[config.mk]
export PLATFORM = sky130hd
export DESIGN_NAME = networkadapter_ct
export DESIGN_NICKNAME = d
export VERILOG_FILES = /design/src/na_pkg.sv /design/src/networkadapter_ct.sv /design/src/na_ctrl.sv /design/src/mp_endpoint.sv /design/src/noc_buffer.sv
export SDC_FILE = /design/constraint.sdc
export NUM_CORES = 2
export LEC_CHECK = 0
export ABC_AREA = 1
export BUFFER_PORTS_ARGS = -buffer_cell sky130_fd_sc_hd__buf_2
export CAP_MARGIN = 0
export CORE_ASPECT_RATIO = 1.1
export CORE_MARGIN = 3
export CORE_UTILIZATION = 40
export CTS_BUF_LIST = sky130_fd_sc_hd__clkbuf_4
export DETAILED_ROUTE_END_ITERATION = 10
export HOLD_SLACK_MARGIN = 0.15
export SKIP_LAST_GASP = 1
export SLEW_MARGIN = 10
export SYNTH_ARGS = -nofsm -noshare
export SYNTH_HDL_FRONTEND = slang
export SYNTH_HIERARCHICAL = 1
export SYNTH_SLANG_ARGS = --single-unit
[constraint.sdc]
create_clock -name clk -period 4.6 [get_ports clk]
set_input_delay 0 -clock clk [delete_from_list [all_inputs] [get_ports clk]]
set_output_delay 0 -clock clk [all_outputs]
set_load 0.02 [all_outputs]
[src/na_pkg.sv]
package na_pkg;

  localparam int FLIT_WIDTH = 32;
  localparam int CHANNELS   = 2;
  localparam int BUF_DEPTH  = 4;
  localparam int MP_DEPTH   = 16;
  localparam int ADDR_WIDTH = 24;

  localparam logic [15:0] TILE_ID = 16'd5;

  // Pointer and fill widths of the NoC buffer and the endpoint queues
  localparam int BUF_PTR_W = $clog2(BUF_DEPTH);
  localparam int BUF_CNT_W = $clog2(BUF_DEPTH + 1);
  localparam logic [BUF_CNT_W-1:0] BUF_FULL = BUF_CNT_W'(BUF_DEPTH);

  localparam int MP_PTR_W = $clog2(MP_DEPTH);
  localparam int MP_CNT_W = $clog2(MP_DEPTH + 1);
  localparam logic [MP_CNT_W-1:0] MP_FULL = MP_CNT_W'(MP_DEPTH);

  // Address bit that picks request or response channel
  localparam int CH_SEL_BIT = 4;

  // Decoded from address bits 23:20
  typedef enum logic [1:0] {
    REGION_CONF = 2'd0,
    REGION_MP   = 2'd1,
    REGION_NONE = 2'd2
  } na_region_e;

  typedef enum logic [3:0] {
    CONF_TILEID    = 4'h0,
    CONF_NCHANNELS = 4'h4,
    CONF_IRQEN     = 4'h8
  } conf_reg_e;

  typedef enum logic [3:0] {
    MP_SEND      = 4'h0,
    MP_SEND_LAST = 4'h4,
    MP_RECV      = 4'h8,
    MP_STATUS    = 4'hC
  } mp_reg_e;

endpackage
[src/networkadapter_ct.sv]
`timescale 1ns/1ps

module networkadapter_ct (
  input  logic                                                clk,
  input  logic                                                arst_n_i,

  input  logic [na_pkg::CHANNELS-1:0][na_pkg::FLIT_WIDTH-1:0] noc_in_flit_i,
  input  logic [na_pkg::CHANNELS-1:0]                         noc_in_last_i,
  input  logic [na_pkg::CHANNELS-1:0]                         noc_in_valid_i,
  output logic [na_pkg::CHANNELS-1:0]                         noc_in_ready_o,

  output logic [na_pkg::CHANNELS-1:0][na_pkg::FLIT_WIDTH-1:0] noc_out_flit_o,
  output logic [na_pkg::CHANNELS-1:0]                         noc_out_last_o,
  output logic [na_pkg::CHANNELS-1:0]                         noc_out_valid_o,
  input  logic [na_pkg::CHANNELS-1:0]                         noc_out_ready_i,

  input  logic [na_pkg::ADDR_WIDTH-1:0]                       wbs_adr_i,
  input  logic [na_pkg::FLIT_WIDTH-1:0]                       wbs_dat_i,
  input  logic                                                wbs_cyc_i,
  input  logic                                                wbs_stb_i,
  input  logic                                                wbs_we_i,
  output logic [na_pkg::FLIT_WIDTH-1:0]                       wbs_dat_o,
  output logic                                                wbs_ack_o,
  output logic                                                wbs_err_o,

  output logic [na_pkg::CHANNELS-1:0]                         irq_o
);

  logic [na_pkg::CHANNELS-1:0]                         send_push;
  logic [na_pkg::CHANNELS-1:0]                         send_last;
  logic [na_pkg::CHANNELS-1:0][na_pkg::FLIT_WIDTH-1:0] send_flit;
  logic [na_pkg::CHANNELS-1:0]                         send_full;
  logic [na_pkg::CHANNELS-1:0]                         recv_pop;
  logic [na_pkg::CHANNELS-1:0][na_pkg::FLIT_WIDTH-1:0] recv_flit;
  logic [na_pkg::CHANNELS-1:0]                         recv_last;
  logic [na_pkg::CHANNELS-1:0]                         recv_empty;
  logic [na_pkg::CHANNELS-1:0][na_pkg::MP_CNT_W-1:0]   pkt_count;

  // Endpoint side of the NoC buffers
  logic [na_pkg::CHANNELS-1:0][na_pkg::FLIT_WIDTH-1:0] ep_out_flit;
  logic [na_pkg::CHANNELS-1:0]                         ep_out_last;
  logic [na_pkg::CHANNELS-1:0]                         ep_out_valid;
  logic [na_pkg::CHANNELS-1:0]                         ep_out_ready;
  logic [na_pkg::CHANNELS-1:0][na_pkg::FLIT_WIDTH-1:0] ep_in_flit;
  logic [na_pkg::CHANNELS-1:0]                         ep_in_last;
  logic [na_pkg::CHANNELS-1:0]                         ep_in_valid;
  logic [na_pkg::CHANNELS-1:0]                         ep_in_ready;

  na_ctrl u_ctrl (
    .clk          (clk),
    .arst_n_i     (arst_n_i),
    .wbs_adr_i    (wbs_adr_i),
    .wbs_dat_i    (wbs_dat_i),
    .wbs_cyc_i    (wbs_cyc_i),
    .wbs_stb_i    (wbs_stb_i),
    .wbs_we_i     (wbs_we_i),
    .wbs_dat_o    (wbs_dat_o),
    .wbs_ack_o    (wbs_ack_o),
    .wbs_err_o    (wbs_err_o),
    .send_push_o  (send_push),
    .send_last_o  (send_last),
    .send_flit_o  (send_flit),
    .recv_pop_o   (recv_pop),
    .send_full_i  (send_full),
    .recv_flit_i  (recv_flit),
    .recv_last_i  (recv_last),
    .recv_empty_i (recv_empty),
    .pkt_count_i  (pkt_count),
    .irq_o        (irq_o)
  );

  // Request channel
  mp_endpoint u_ep0 (
    .clk             (clk),
    .arst_n_i        (arst_n_i),
    .send_push_i     (send_push[0]),
    .send_last_i     (send_last[0]),
    .send_flit_i     (send_flit[0]),
    .send_full_o     (send_full[0]),
    .recv_pop_i      (recv_pop[0]),
    .recv_flit_o     (recv_flit[0]),
    .recv_last_o     (recv_last[0]),
    .recv_empty_o    (recv_empty[0]),
    .pkt_count_o     (pkt_count[0]),
    .noc_out_flit_o  (ep_out_flit[0]),
    .noc_out_last_o  (ep_out_last[0]),
    .noc_out_valid_o (ep_out_valid[0]),
    .noc_out_ready_i (ep_out_ready[0]),
    .noc_in_flit_i   (ep_in_flit[0]),
    .noc_in_last_i   (ep_in_last[0]),
    .noc_in_valid_i  (ep_in_valid[0]),
    .noc_in_ready_o  (ep_in_ready[0])
  );

  // Response channel
  mp_endpoint u_ep1 (
    .clk             (clk),
    .arst_n_i        (arst_n_i),
    .send_push_i     (send_push[1]),
    .send_last_i     (send_last[1]),
    .send_flit_i     (send_flit[1]),
    .send_full_o     (send_full[1]),
    .recv_pop_i      (recv_pop[1]),
    .recv_flit_o     (recv_flit[1]),
    .recv_last_o     (recv_last[1]),
    .recv_empty_o    (recv_empty[1]),
    .pkt_count_o     (pkt_count[1]),
    .noc_out_flit_o  (ep_out_flit[1]),
    .noc_out_last_o  (ep_out_last[1]),
    .noc_out_valid_o (ep_out_valid[1]),
    .noc_out_ready_i (ep_out_ready[1]),
    .noc_in_flit_i   (ep_in_flit[1]),
    .noc_in_last_i   (ep_in_last[1]),
    .noc_in_valid_i  (ep_in_valid[1]),
    .noc_in_ready_o  (ep_in_ready[1])
  );

  for (genvar c = 0; c < na_pkg::CHANNELS; c++) begin : g_buf
    noc_buffer u_outbuffer (
      .clk         (clk),
      .arst_n_i    (arst_n_i),
      .in_flit_i   (ep_out_flit[c]),
      .in_last_i   (ep_out_last[c]),
      .in_valid_i  (ep_out_valid[c]),
      .in_ready_o  (ep_out_ready[c]),
      .out_flit_o  (noc_out_flit_o[c]),
      .out_last_o  (noc_out_last_o[c]),
      .out_valid_o (noc_out_valid_o[c]),
      .out_ready_i (noc_out_ready_i[c])
    );

    noc_buffer u_inbuffer (
      .clk         (clk),
      .arst_n_i    (arst_n_i),
      .in_flit_i   (noc_in_flit_i[c]),
      .in_last_i   (noc_in_last_i[c]),
      .in_valid_i  (noc_in_valid_i[c]),
      .in_ready_o  (noc_in_ready_o[c]),
      .out_flit_o  (ep_in_flit[c]),
      .out_last_o  (ep_in_last[c]),
      .out_valid_o (ep_in_valid[c]),
      .out_ready_i (ep_in_ready[c])
    );
  end

endmodule

[src/na_ctrl.sv]
`timescale 1ns/1ps

module na_ctrl (
  input  logic                                                clk,
  input  logic                                                arst_n_i,

  input  logic [na_pkg::ADDR_WIDTH-1:0]                       wbs_adr_i,
  input  logic [na_pkg::FLIT_WIDTH-1:0]                       wbs_dat_i,
  input  logic                                                wbs_cyc_i,
  input  logic                                                wbs_stb_i,
  input  logic                                                wbs_we_i,
  output logic [na_pkg::FLIT_WIDTH-1:0]                       wbs_dat_o,
  output logic                                                wbs_ack_o,
  output logic                                                wbs_err_o,

  output logic [na_pkg::CHANNELS-1:0]                         send_push_o,
  output logic [na_pkg::CHANNELS-1:0]                         send_last_o,
  output logic [na_pkg::CHANNELS-1:0][na_pkg::FLIT_WIDTH-1:0] send_flit_o,
  output logic [na_pkg::CHANNELS-1:0]                         recv_pop_o,
  input  logic [na_pkg::CHANNELS-1:0]                         send_full_i,
  input  logic [na_pkg::CHANNELS-1:0][na_pkg::FLIT_WIDTH-1:0] recv_flit_i,
  input  logic [na_pkg::CHANNELS-1:0]                         recv_last_i,
  input  logic [na_pkg::CHANNELS-1:0]                         recv_empty_i,
  input  logic [na_pkg::CHANNELS-1:0][na_pkg::MP_CNT_W-1:0]   pkt_count_i,

  output logic [na_pkg::CHANNELS-1:0]                         irq_o
);

  na_pkg::na_region_e                 region;
  na_pkg::conf_reg_e                  conf_off;
  na_pkg::mp_reg_e                    mp_off;
  logic                               chan;
  logic                               req;
  logic                               acc_err;
  logic                               irqen_wr;
  logic [na_pkg::FLIT_WIDTH-1:0]      rdata;
  logic [na_pkg::FLIT_WIDTH-1:0]      wdata_q;
  logic [na_pkg::CHANNELS-1:0]        push;
  logic [na_pkg::CHANNELS-1:0]        last;
  logic [na_pkg::CHANNELS-1:0]        pop;
  logic [na_pkg::CHANNELS-1:0]        pkt_nz;
  logic [na_pkg::CHANNELS-1:0]        irqen_q;

  // New access only while no response is pending
  assign req      = wbs_cyc_i & wbs_stb_i & ~wbs_ack_o & ~wbs_err_o;
  assign chan     = wbs_adr_i[na_pkg::CH_SEL_BIT];
  assign conf_off = na_pkg::conf_reg_e'(wbs_adr_i[3:0]);
  assign mp_off   = na_pkg::mp_reg_e'(wbs_adr_i[3:0]);

  assign send_flit_o = {na_pkg::CHANNELS{wdata_q}};

  always_comb begin
    case (wbs_adr_i[na_pkg::ADDR_WIDTH-1 -: 4])
      4'h0:    region = na_pkg::REGION_CONF;
      4'h1:    region = na_pkg::REGION_MP;
      default: region = na_pkg::REGION_NONE;
    endcase
  end

  always_comb begin
    acc_err  = 1'b0;
    irqen_wr = 1'b0;
    rdata    = '0;
    push     = '0;
    last     = '0;
    pop      = '0;
    case (region)
      na_pkg::REGION_CONF: begin
        case (conf_off)
          na_pkg::CONF_TILEID: begin
            rdata[15:0] = na_pkg::TILE_ID;
            acc_err     = wbs_we_i;
          end
          na_pkg::CONF_NCHANNELS: begin
            rdata[7:0] = 8'(na_pkg::CHANNELS);
            acc_err    = wbs_we_i;
          end
          na_pkg::CONF_IRQEN: begin
            rdata[na_pkg::CHANNELS-1:0] = irqen_q;
            irqen_wr                    = wbs_we_i;
          end
          default: ;
        endcase
      end
      na_pkg::REGION_MP: begin
        case (mp_off)
          na_pkg::MP_SEND, na_pkg::MP_SEND_LAST: begin
            if (wbs_we_i) begin
              acc_err    = send_full_i[chan];
              push[chan] = ~send_full_i[chan];
              last[chan] = (mp_off == na_pkg::MP_SEND_LAST);
            end
          end
          na_pkg::MP_RECV: begin
            acc_err   = wbs_we_i | recv_empty_i[chan];
            pop[chan] = ~wbs_we_i & ~recv_empty_i[chan];
            rdata     = recv_flit_i[chan];
          end
          na_pkg::MP_STATUS: begin
            acc_err                         = wbs_we_i;
            rdata[na_pkg::MP_CNT_W-1:0]     = pkt_count_i[chan];
            rdata[na_pkg::FLIT_WIDTH-1]     = recv_last_i[chan];
          end
          default: ;
        endcase
      end
      default: acc_err = 1'b1;
    endcase
  end

  always_comb begin
    for (int c = 0; c < na_pkg::CHANNELS; c++) begin
      pkt_nz[c] = (pkt_count_i[c] != '0);
    end
  end

  always_ff @(posedge clk or negedge arst_n_i) begin
    if (!arst_n_i) begin
      wbs_ack_o   <= 1'b0;
      wbs_err_o   <= 1'b0;
      send_push_o <= '0;
      send_last_o <= '0;
      recv_pop_o  <= '0;
      irqen_q     <= '0;
      irq_o       <= '0;
    end else begin
      wbs_ack_o   <= req & ~acc_err;
      wbs_err_o   <= req & acc_err;
      send_push_o <= {na_pkg::CHANNELS{req}} & push;
      send_last_o <= {na_pkg::CHANNELS{req}} & last;
      recv_pop_o  <= {na_pkg::CHANNELS{req}} & pop;
      if (req & irqen_wr) begin
        irqen_q <= wbs_dat_i[na_pkg::CHANNELS-1:0];
      end
      irq_o <= pkt_nz & irqen_q;
    end
  end

  // Read data and write flit captured with the request
  always_ff @(posedge clk) begin
    if (req) begin
      wbs_dat_o <= rdata;
      wdata_q   <= wbs_dat_i;
    end
  end

endmodule

[src/mp_endpoint.sv]
`timescale 1ns/1ps

module mp_endpoint (
  input  logic                          clk,
  input  logic                          arst_n_i,

  input  logic                          send_push_i,
  input  logic                          send_last_i,
  input  logic [na_pkg::FLIT_WIDTH-1:0] send_flit_i,
  output logic                          send_full_o,

  input  logic                          recv_pop_i,
  output logic [na_pkg::FLIT_WIDTH-1:0] recv_flit_o,
  output logic                          recv_last_o,
  output logic                          recv_empty_o,
  output logic [na_pkg::MP_CNT_W-1:0]   pkt_count_o,

  output logic [na_pkg::FLIT_WIDTH-1:0] noc_out_flit_o,
  output logic                          noc_out_last_o,
  output logic                          noc_out_valid_o,
  input  logic                          noc_out_ready_i,

  input  logic [na_pkg::FLIT_WIDTH-1:0] noc_in_flit_i,
  input  logic                          noc_in_last_i,
  input  logic                          noc_in_valid_i,
  output logic                          noc_in_ready_o
);

  logic [na_pkg::FLIT_WIDTH:0] send_mem [na_pkg::MP_DEPTH];
  logic [na_pkg::MP_PTR_W-1:0] send_wr;
  logic [na_pkg::MP_PTR_W-1:0] send_rd;
  logic [na_pkg::MP_CNT_W-1:0] send_fill;
  logic [na_pkg::MP_CNT_W-1:0] send_pkts;
  logic                        send_pop;

  logic [na_pkg::FLIT_WIDTH:0] recv_mem [na_pkg::MP_DEPTH];
  logic [na_pkg::MP_PTR_W-1:0] recv_wr;
  logic [na_pkg::MP_PTR_W-1:0] recv_rd;
  logic [na_pkg::MP_CNT_W-1:0] recv_fill;
  logic [na_pkg::MP_CNT_W-1:0] recv_pkts;
  logic                        recv_push;

  // Head goes out only once a whole packet sits in the queue
  assign noc_out_valid_o = (send_pkts != '0);
  assign send_pop        = noc_out_valid_o & noc_out_ready_i;
  assign send_full_o     = (send_fill == na_pkg::MP_FULL);

  assign {noc_out_last_o, noc_out_flit_o} = send_mem[send_rd];

  assign noc_in_ready_o = (recv_fill != na_pkg::MP_FULL);
  assign recv_push      = noc_in_valid_i & noc_in_ready_o;
  assign recv_empty_o   = (recv_fill == '0);
  assign pkt_count_o    = recv_pkts;

  assign {recv_last_o, recv_flit_o} = recv_mem[recv_rd];

  always_ff @(posedge clk) begin
    if (send_push_i) begin
      send_mem[send_wr] <= {send_last_i, send_flit_i};
    end
    if (recv_push) begin
      recv_mem[recv_wr] <= {noc_in_last_i, noc_in_flit_i};
    end
  end

  // Send queue
  always_ff @(posedge clk or negedge arst_n_i) begin
    if (!arst_n_i) begin
      send_wr   <= '0;
      send_rd   <= '0;
      send_fill <= '0;
      send_pkts <= '0;
    end else begin
      if (send_push_i) begin
        send_wr <= send_wr + 1'b1;
      end
      if (send_pop) begin
        send_rd <= send_rd + 1'b1;
      end
      case ({send_push_i, send_pop})
        2'b10:   send_fill <= send_fill + 1'b1;
        2'b01:   send_fill <= send_fill - 1'b1;
        default: ;
      endcase
      case ({send_push_i & send_last_i, send_pop & noc_out_last_o})
        2'b10:   send_pkts <= send_pkts + 1'b1;
        2'b01:   send_pkts <= send_pkts - 1'b1;
        default: ;
      endcase
    end
  end

  // Receive queue
  always_ff @(posedge clk or negedge arst_n_i) begin
    if (!arst_n_i) begin
      recv_wr   <= '0;
      recv_rd   <= '0;
      recv_fill <= '0;
      recv_pkts <= '0;
    end else begin
      if (recv_push) begin
        recv_wr <= recv_wr + 1'b1;
      end
      if (recv_pop_i) begin
        recv_rd <= recv_rd + 1'b1;
      end
      case ({recv_push, recv_pop_i})
        2'b10:   recv_fill <= recv_fill + 1'b1;
        2'b01:   recv_fill <= recv_fill - 1'b1;
        default: ;
      endcase
      case ({recv_push & noc_in_last_i, recv_pop_i & recv_last_o})
        2'b10:   recv_pkts <= recv_pkts + 1'b1;
        2'b01:   recv_pkts <= recv_pkts - 1'b1;
        default: ;
      endcase
    end
  end

endmodule

[src/noc_buffer.sv]
`timescale 1ns/1ps

module noc_buffer (
  input  logic                          clk,
  input  logic                          arst_n_i,

  input  logic [na_pkg::FLIT_WIDTH-1:0] in_flit_i,
  input  logic                          in_last_i,
  input  logic                          in_valid_i,
  output logic                          in_ready_o,

  output logic [na_pkg::FLIT_WIDTH-1:0] out_flit_o,
  output logic                          out_last_o,
  output logic                          out_valid_o,
  input  logic                          out_ready_i
);

  // Entry holds last bit on top of the flit
  logic [na_pkg::FLIT_WIDTH:0]  mem [na_pkg::BUF_DEPTH];
  logic [na_pkg::BUF_PTR_W-1:0] wr_ptr;
  logic [na_pkg::BUF_PTR_W-1:0] rd_ptr;
  logic [na_pkg::BUF_CNT_W-1:0] fill;
  logic                         push;
  logic                         pop;

  assign in_ready_o  = (fill != na_pkg::BUF_FULL);
  assign out_valid_o = (fill != '0);
  assign push        = in_valid_i & in_ready_o;
  assign pop         = out_valid_o & out_ready_i;

  assign {out_last_o, out_flit_o} = mem[rd_ptr];

  always_ff @(posedge clk) begin
    if (push) begin
      mem[wr_ptr] <= {in_last_i, in_flit_i};
    end
  end

  always_ff @(posedge clk or negedge arst_n_i) begin
    if (!arst_n_i) begin
      wr_ptr <= '0;
      rd_ptr <= '0;
      fill   <= '0;
    end else begin
      if (push) begin
        wr_ptr <= wr_ptr + 1'b1;
      end
      if (pop) begin
        rd_ptr <= rd_ptr + 1'b1;
      end
      case ({push, pop})
        2'b10:   fill <= fill + 1'b1;
        2'b01:   fill <= fill - 1'b1;
        default: ;
      endcase
    end
  end

endmodule

After elaboration in Yosys (flattened, before gate mapping)
Memories as Yosys holds them, arrays and structs flattened.
Index checks and enable logic that the tools add are counted.
Cells by class
  add/subtract/negate cells: 40
  magnitude comparators: 2
  equality and inequality tests: 37
  mux-type cells: 61
  bitwise operators: 37
  reduce and logical (&&, ||, !) cells: 28
Operators by type and width (number)
  5-bit case mux with 2 select lines: 9
  32-bit 2-to-1 mux: 2
  5-bit by 1-bit adder with 5-bit output, second input constant: 8
  5-bit by 1-bit subtractor with 5-bit output, second input constant: 8
  4-bit by 1-bit adder with 4-bit output, second input constant: 8
  16-bit case mux with 2 select lines: 1
  1-bit 2-to-1 mux: 28
  2-bit by 1-bit == test with 1-bit output, second input constant: 13
  2-bit == test, second input constant: 12
  3-bit case mux with 2 select lines: 4
  2-bit nonzero test: 12
  1-bit AND: 23
  5-bit nonzero test: 4
  2-bit by 1-bit adder with 2-bit output, second input constant: 8
  2-bit 2-to-1 mux: 8
  2-bit AND: 7
  3-bit by 1-bit adder with 3-bit output, second input constant: 4
  3-bit inequality test, second input constant: 4
  3-bit nonzero test: 4
  3-bit by 1-bit subtractor with 3-bit output, second input constant: 4
  11-bit 2-to-1 mux: 1
  5-bit == test, second input constant: 2
  5-bit logical NOT: 2
  5-bit 2-to-1 mux: 2
  other kinds (18): 27
Storage, ports and cells
  bits in registers: 176
  memory bits (writable): 2640
  input bits: 131
  output and inout bits: 106
  logic and storage cells: 252
  memories: 8
Memory list
  u_ep0.recv_mem: words 16, width 33, read ports 1, clocked after Yosys merged registers in 0, wr ports 1, RTL line mp_endpoint.sv:36  | logic [na_pkg::FLIT_WIDTH:0] recv_mem [na_pkg::MP_DEPTH];
  u_ep0.send_mem: words 16, width 33, read ports 1, clocked after Yosys merged registers in 0, wr ports 1, RTL line mp_endpoint.sv:29  | logic [na_pkg::FLIT_WIDTH:0] send_mem [na_pkg::MP_DEPTH];
  u_ep1.recv_mem: words 16, width 33, read ports 1, clocked after Yosys merged registers in 0, wr ports 1, RTL line mp_endpoint.sv:36
  u_ep1.send_mem: words 16, width 33, read ports 1, clocked after Yosys merged registers in 0, wr ports 1, RTL line mp_endpoint.sv:29
  g_buf[0].u_inbuffer.mem: words 4, width 33, read ports 1, clocked after Yosys merged registers in 0, wr ports 1, RTL line noc_buffer.sv:19  | logic [na_pkg::FLIT_WIDTH:0] mem [na_pkg::BUF_DEPTH];
  g_buf[0].u_outbuffer.mem: words 4, width 33, read ports 1, clocked after Yosys merged registers in 0, wr ports 1, RTL line noc_buffer.sv:19
  2 more memories

Depth between registers and ports, before layout
  word-level depth: 9
  mapped depth: 20
  gate-level depth less buffers: 17

Cells and area by module
The synthesis kept the hierarchy.
Modules (own cells, without submodules)
  mp_endpoint at u_ep1: times used 1, cells an instance 3390, area each 44172.4 sq um, sequential area each 32611.3 sq um
  mp_endpoint at u_ep0: times used 1, cells an instance 3391, area each 44017.2 sq um, sequential area each 32611.3 sq um
  noc_buffer at g_buf[0].u_inbuffer ...: times used 3, cells an instance 444, area each 5679.2 sq um, sequential area each 4139.0 sq um
  noc_buffer at g_buf[1].u_outbuffer: times used 1, cells an instance 444, area each 5700.5 sq um, sequential area each 4139.0 sq um
  na_ctrl: times used 1, cells an instance 317, area each 3407.0 sq um, sequential area each 2222.1 sq um

Least setup slack after synthesis
No wires, ideal clock.
  kind: flip-flop to flip-flop
  start: register g_buf[1].u_inbuffer/fill[0] in the netlist's numbering
  end: memory u_ep1/recv_mem[10][0] in the netlist's numbering (enable)
  setup time: 0.464 ns
  arrival time: 3.196 ns
  data required time: 4.136 ns
  setup slack: 0.939 ns
  stages on the path, launching flop included: 6
  path buffers: 1
  clock period less this slack: 3.661 ns
  cell sequence: dfrtp_1 -> inv_2 -> nand3_1 -> nand2_1 -> buf_2 -> nor3_1
On the way
  cells in the longest elaborated chain, start to end: 4
RTL lines
  from (decl): RTL line noc_buffer.sv:22  | logic [na_pkg::BUF_CNT_W-1:0] fill;
  from (signal assigned): RTL line noc_buffer.sv:52  | 2'b10: fill <= fill + 1'b1;
  from (signal assigned): RTL line noc_buffer.sv:53  | 2'b01: fill <= fill - 1'b1;
  3-bit nonzero test: RTL line noc_buffer.sv:27  | assign out_valid_o = (fill != '0);
  via ep_in_valid (one bit): RTL line networkadapter_ct.sv:46  | logic [na_pkg::CHANNELS-1:0] ep_in_valid;
  1-bit AND: RTL line mp_endpoint.sv:51  | assign recv_push = noc_in_valid_i & noc_in_ready_o;
  1-bit 2-to-1 mux: RTL line mp_endpoint.sv:61  | if (recv_push) begin
  1-bit 2-to-1 mux (implied by the code): RTL line mp_endpoint.sv:62  | recv_mem[recv_wr] <= {noc_in_last_i, noc_in_flit_i};
  to (decl): RTL line mp_endpoint.sv:36
The timed path passes the listed nets, and every way through them passes these cells.

Worst setup path in the final report
  start: input port wbs_adr_i[23] in the netlist's numbering
  end: register u_ctrl/wbs_dat_o[2] in the netlist's numbering (data pin)
On the way
  cells in the longest elaborated chain, start to end: 4
  elaborated cells on any way between the ends: 6
  classes of those cells: eq/ne (2); mux (2); reduce/logical (2)
RTL lines
  from (decl): RTL line networkadapter_ct.sv:17  | input logic [na_pkg::ADDR_WIDTH-1:0] wbs_adr_i,
  4-bit by 1-bit == test with 1-bit output / 4-bit logical NOT (equally long branches): RTL line na_ctrl.sv:53  | case (wbs_adr_i[na_pkg::ADDR_WIDTH-1 -: 4])
  2-bit case mux with 2 select lines (*): RTL line na_ctrl.sv:53
  2-bit by 1-bit == test with 1-bit output / 2-bit logical NOT (equally long branches): RTL line na_ctrl.sv:67  | case (region)
  16-bit case mux with 2 select lines (*): RTL line na_ctrl.sv:67
  via u_ctrl.rdata (one bit): RTL line na_ctrl.sv:36  | logic [na_pkg::FLIT_WIDTH-1:0] rdata;
  to (signal assigned): RTL line na_ctrl.sv:142  | wbs_dat_o <= rdata;
  to (decl): RTL line na_ctrl.sv:12  | output logic [na_pkg::FLIT_WIDTH-1:0] wbs_dat_o,
The timed path passes the listed nets; every way through them passes the cells marked *.
A chain may end at the register's enable or synchronous reset.

==> impl_metrics.yaml <==
run_status:
  status: "complete, no violations"
clock_tree:
  clockBufferDepth: 4
  clk_latency_ns: 1.53
  numCtsBuffers: 706
  cts_setup_buffers: 0
  cts_tree: "yes"
  cts_sinks: 2816
  cts_htree_levels: 6
  cts_hold_buf: 399
  root_buffer: "clkbuf_4"
  cts_resized: 0
  path_clk_slew_ns: 0.07
critical_path:
  cpMostUsedCell: "dlygate4sd3_1"
  reg2regPathDepth: 12
  r2r-end: "u_ctrl/wbs_dat_o[2]"
  cp_data_arrival_time_ns: 5.42
  crit_start: "wbs_adr_i[23]"
  worstSetupStartpointType: "input pin"
  crit_type: "in2reg"
  reg2reg_slack_ns: 1.05
  r2r_start: "u_ep1/recv_rd[1]"
  required_ns: 5.94
  worst_setup_path_end_kind: "flip-flop"
  crit_buf_inv: 10
  critical-path-max-stage-delay_ns: 0.69
  critical_path.max_fanout: 5
  cp_num_cells: 16
  crit_end: "u_ctrl/wbs_dat_o[2]"
  crit_chain: "dlygate4sd3_1 > buf_2 > dlygate4sd3_1 > nor2_1 > dlygate4sd3_1 > nand2_1 > dlygate4sd3_1 > nor2_4 > dlygate4sd3_1 > inv_2 > nor3_2 > dlygate4sd3_1 > nand2_1 > dlygate4sd3_1 > nand3_1 > dlygate4sd3_1"
  cpMaxStageDelayCell: "dlygate4sd3_1"
  cp_top_family: "buffers and inverters"
yosys:
  syn_area_per_cell_sq_um: 12.9
  syn-cell-area_sq_um: 114000
  synthesis.instances: 8874
  synth.ff_latch_count: 2816
  syn_nets: 9089
  async_reset_ff_share_pct: 3.98
  yosysWarningCount: 6
  synth_edf_count: 2704
  synth_cell_types: 40
  synthFlopType: "edfxtp_1"
  ys_seq_area_share_pct: 73.5
sta:
  fin_crit_ns: 4.08
  tns_ns: 0
  max_freq_mhz: 245
  hold_slack_ns: 0.340
  max_slew_margin_pct: 15.7
  clock_skew_ns: 0.129
  final-setup-viol-count: 0
  tightest_slew_ns: 1.26
  fin_ws_ns: 0.524
  hold_viol: 0
  report.final.slew_viol_count: 0
  rsz0062_at_grt: "false"
  fin_crit_sh_pct: 88.6
placement:
  io_buffers: 221
  post_dp_cell_area_sq_um: 119000
  dp_hpwl_mm: 171
  place_ws_ns: 1.25
  gp_congestion: 0.812
routing:
  firstDrtPassIters: 5
  drtAntennaViolNets: 0
  drt_iter0_markers: 6534
  drc: 0
  wl_mm: 309
  num_vias: 74300
  avgViaCountPerCell: 5.28
  wire_per_inst_microns: 22.0
floorplan:
  core_area_sq_um: 284000
  dieArea_sq_um: 292000
  rows: 205
  die_y_microns: 567
  io_pins: 237
  die_x_microns: 516
  initial_core_util_pct: 40.3
power_and_ir_drop:
  vdd_ir_drop_max_uv: 477
  p_total_mw: 66.5
  p_per_area_nw_per_um2: 503
  leakage_nw: 47.0
grt:
  grt_pass1_wl_mm: 454
  gr-total-overflow: 0
  grt_max_degree: 199
  antenna_found_initial: 14
  grt_usage_pct: 20.5
  grt_pass1_vias: 73600
layout:
  design_area_sq_um: 132000
  nNetsFinal: 10000
  fillers: 25000
  area_delta_synth_final_pct: 15.6
  drive_above_1_share_pct: 16.5
flow_run:
  cap_violations: 0
min_path:
  hold_path_class: "in2reg"
[cell families (layout without fill, tap and decap cells)]
group	Yosys count	in the layout	share of synthesized area, %
AND/OR/NAND/NOR	2473	2473	8.64
XOR/XNOR	54	54	0.414
buffers and inverters	1308	2755	5.24
multiplexers	2	2	0.0175
other	0	8	0
AO/OA/AOI/OAI	2137	2137	11.2
flip-flops	2816	2816	73.5
adder cells (fa/ha/maj)	84	84	0.998
[report_power, final]
part           internal (mW)  switching [mW]  total [mW]
Sequential              33.2           0.770        33.9
Clock                   11.1            9.88        21.0
Combinational           2.51            9.01        11.5
Total                   46.8            19.7        66.5
[cells in the mapped netlist, types with 25 or more instances]
master,instances,share of area [%]
edfxtp_1,2704,71
nor2_1,1097,3.6
nand2_1,940,3.1
o21ai_0,933,4.1
o211ai_1,773,5.1
inv_1,701,2.3
nand3_1,373,1.6
a21oi_1,252,1.1
clkbuf_1,250,0.82
buf_2,130,0.57
o21ai_1,127,0.56
dfrtp_1,112,2.5
buf_4,92,0.60
buf_6,73,0.72
ha_1,72,0.79
a21oi_2,41,0.31
nor3_1,38,0.17
xor2_1,34,0.26
inv_2,29,0.095
buf_1,25,0.082
[cell usage in the layout (no fill, tap or decap), types with 12 or more instances in the layout]
cell type / Yosys / layout
a21oi_1: 252 / 252
a21oi_2: 41 / 41
buf_2: 130 / 220
buf_4: 92 / 169
bufinv_16: 0 / 14
clkbuf_4: 0 / 1039
clkinv_1: 4 / 106
clkinv_2: 0 / 21
clkinv_4: 0 / 12
clkinvlp_4: 0 / 13
dfrtp_1: 112 / 100
dlygate4sd3_1: 0 / 398
edfxtp_1: 2704 / 2704
fa_1: 12 / 12
ha_1: 72 / 72
inv_1: 701 / 696
inv_2: 29 / 32
inv_6: 0 / 14
nand2_1: 940 / 940
nand3_1: 373 / 373
nor2_1: 1097 / 1049
nor2_4: 2 / 50
nor3_2: 1 / 34
o211ai_1: 773 / 773
o21ai_0: 933 / 933
o21ai_1: 127 / 127
xnor2_1: 20 / 20
xor2_1: 34 / 34
[layout make-up]
type,count,area (sq um),share of cell area (%)
Sequential cell,2816,84000,63.6
Multi-Input combinational cell,4750,24900,18.8
Clock buffer,1039,7800,5.90
Timing Repair Buffer,806,6750,5.11
Tap cell,3726,4660,3.53
Inverter,734,2780,2.11
Clock inverter,176,1220,0.920
Antenna cell,8,20.0,0.0152
[worst min path at each step]
stage | cells after the start | startpoint | endpoint
floorplan | 0 | arst_n_i | g_buf[0].u_inbuffer/fill[0]
CTS | 4 | noc_in_flit_i[40] | g_buf[1].u_inbuffer/mem[3][8]
detailed placement | 1 | arst_n_i | g_buf[0].u_outbuffer/fill[1]
global route | 4 | wbs_dat_i[8] | u_ctrl/wdata_q[8]
global placement | 1 | arst_n_i | g_buf[0].u_outbuffer/fill[1]
finish | 4 | wbs_dat_i[8] | u_ctrl/wdata_q[8]
[worst min-delay path: stages]
cell	delay, ns
dlygate4sd3_1	0.53
dlygate4sd3_1	0.55
buf_2	0.11
dlygate4sd3_1	0.55
[registers in the layout, summed over array words and instances, names as in the netlist, 5 cells and up]
register and cells:
u_ep0/recv_mem 528, u_ep1/send_pkts 5, u_ep0/send_pkts 5, u_ep0/recv_fill 5, u_ep1/recv_fill 5, u_ep1/pkt_count_o 5
u_ep1/send_fill 5, u_ctrl/wdata_q 32, u_ctrl/wbs_dat_o 32, u_ep0/pkt_count_o 5, g_buf.u_inbuffer/mem 264, u_ep1/send_mem 528
g_buf.u_outbuffer/fill 6, g_buf.u_outbuffer/mem 264, g_buf.u_inbuffer/fill 6, u_ep0/send_mem 528, u_ep0/send_fill 5, u_ep1/recv_mem 528
[through the flow]
stage | instances | utilization [%]
after floorplan | 8874 | -
after global placement | 12400 | 41.9
after detailed placement | 12400 | 41.9
after CTS | 14000 | 46.5
after global routing | 14100 | 46.5
final | 14100 | 46.5
[layer usage]
layer	part of all wire (%)	vias to the layer above	track usage, %
met3	6.6	530	3.60
met2	50	2716	35.5
met4	3.6	2	8.11
met5	0.0042	-	0
li1	-	34200	-
met1	39	36800	25.5
Note: power is estimated with default switching activity, not from simulation.
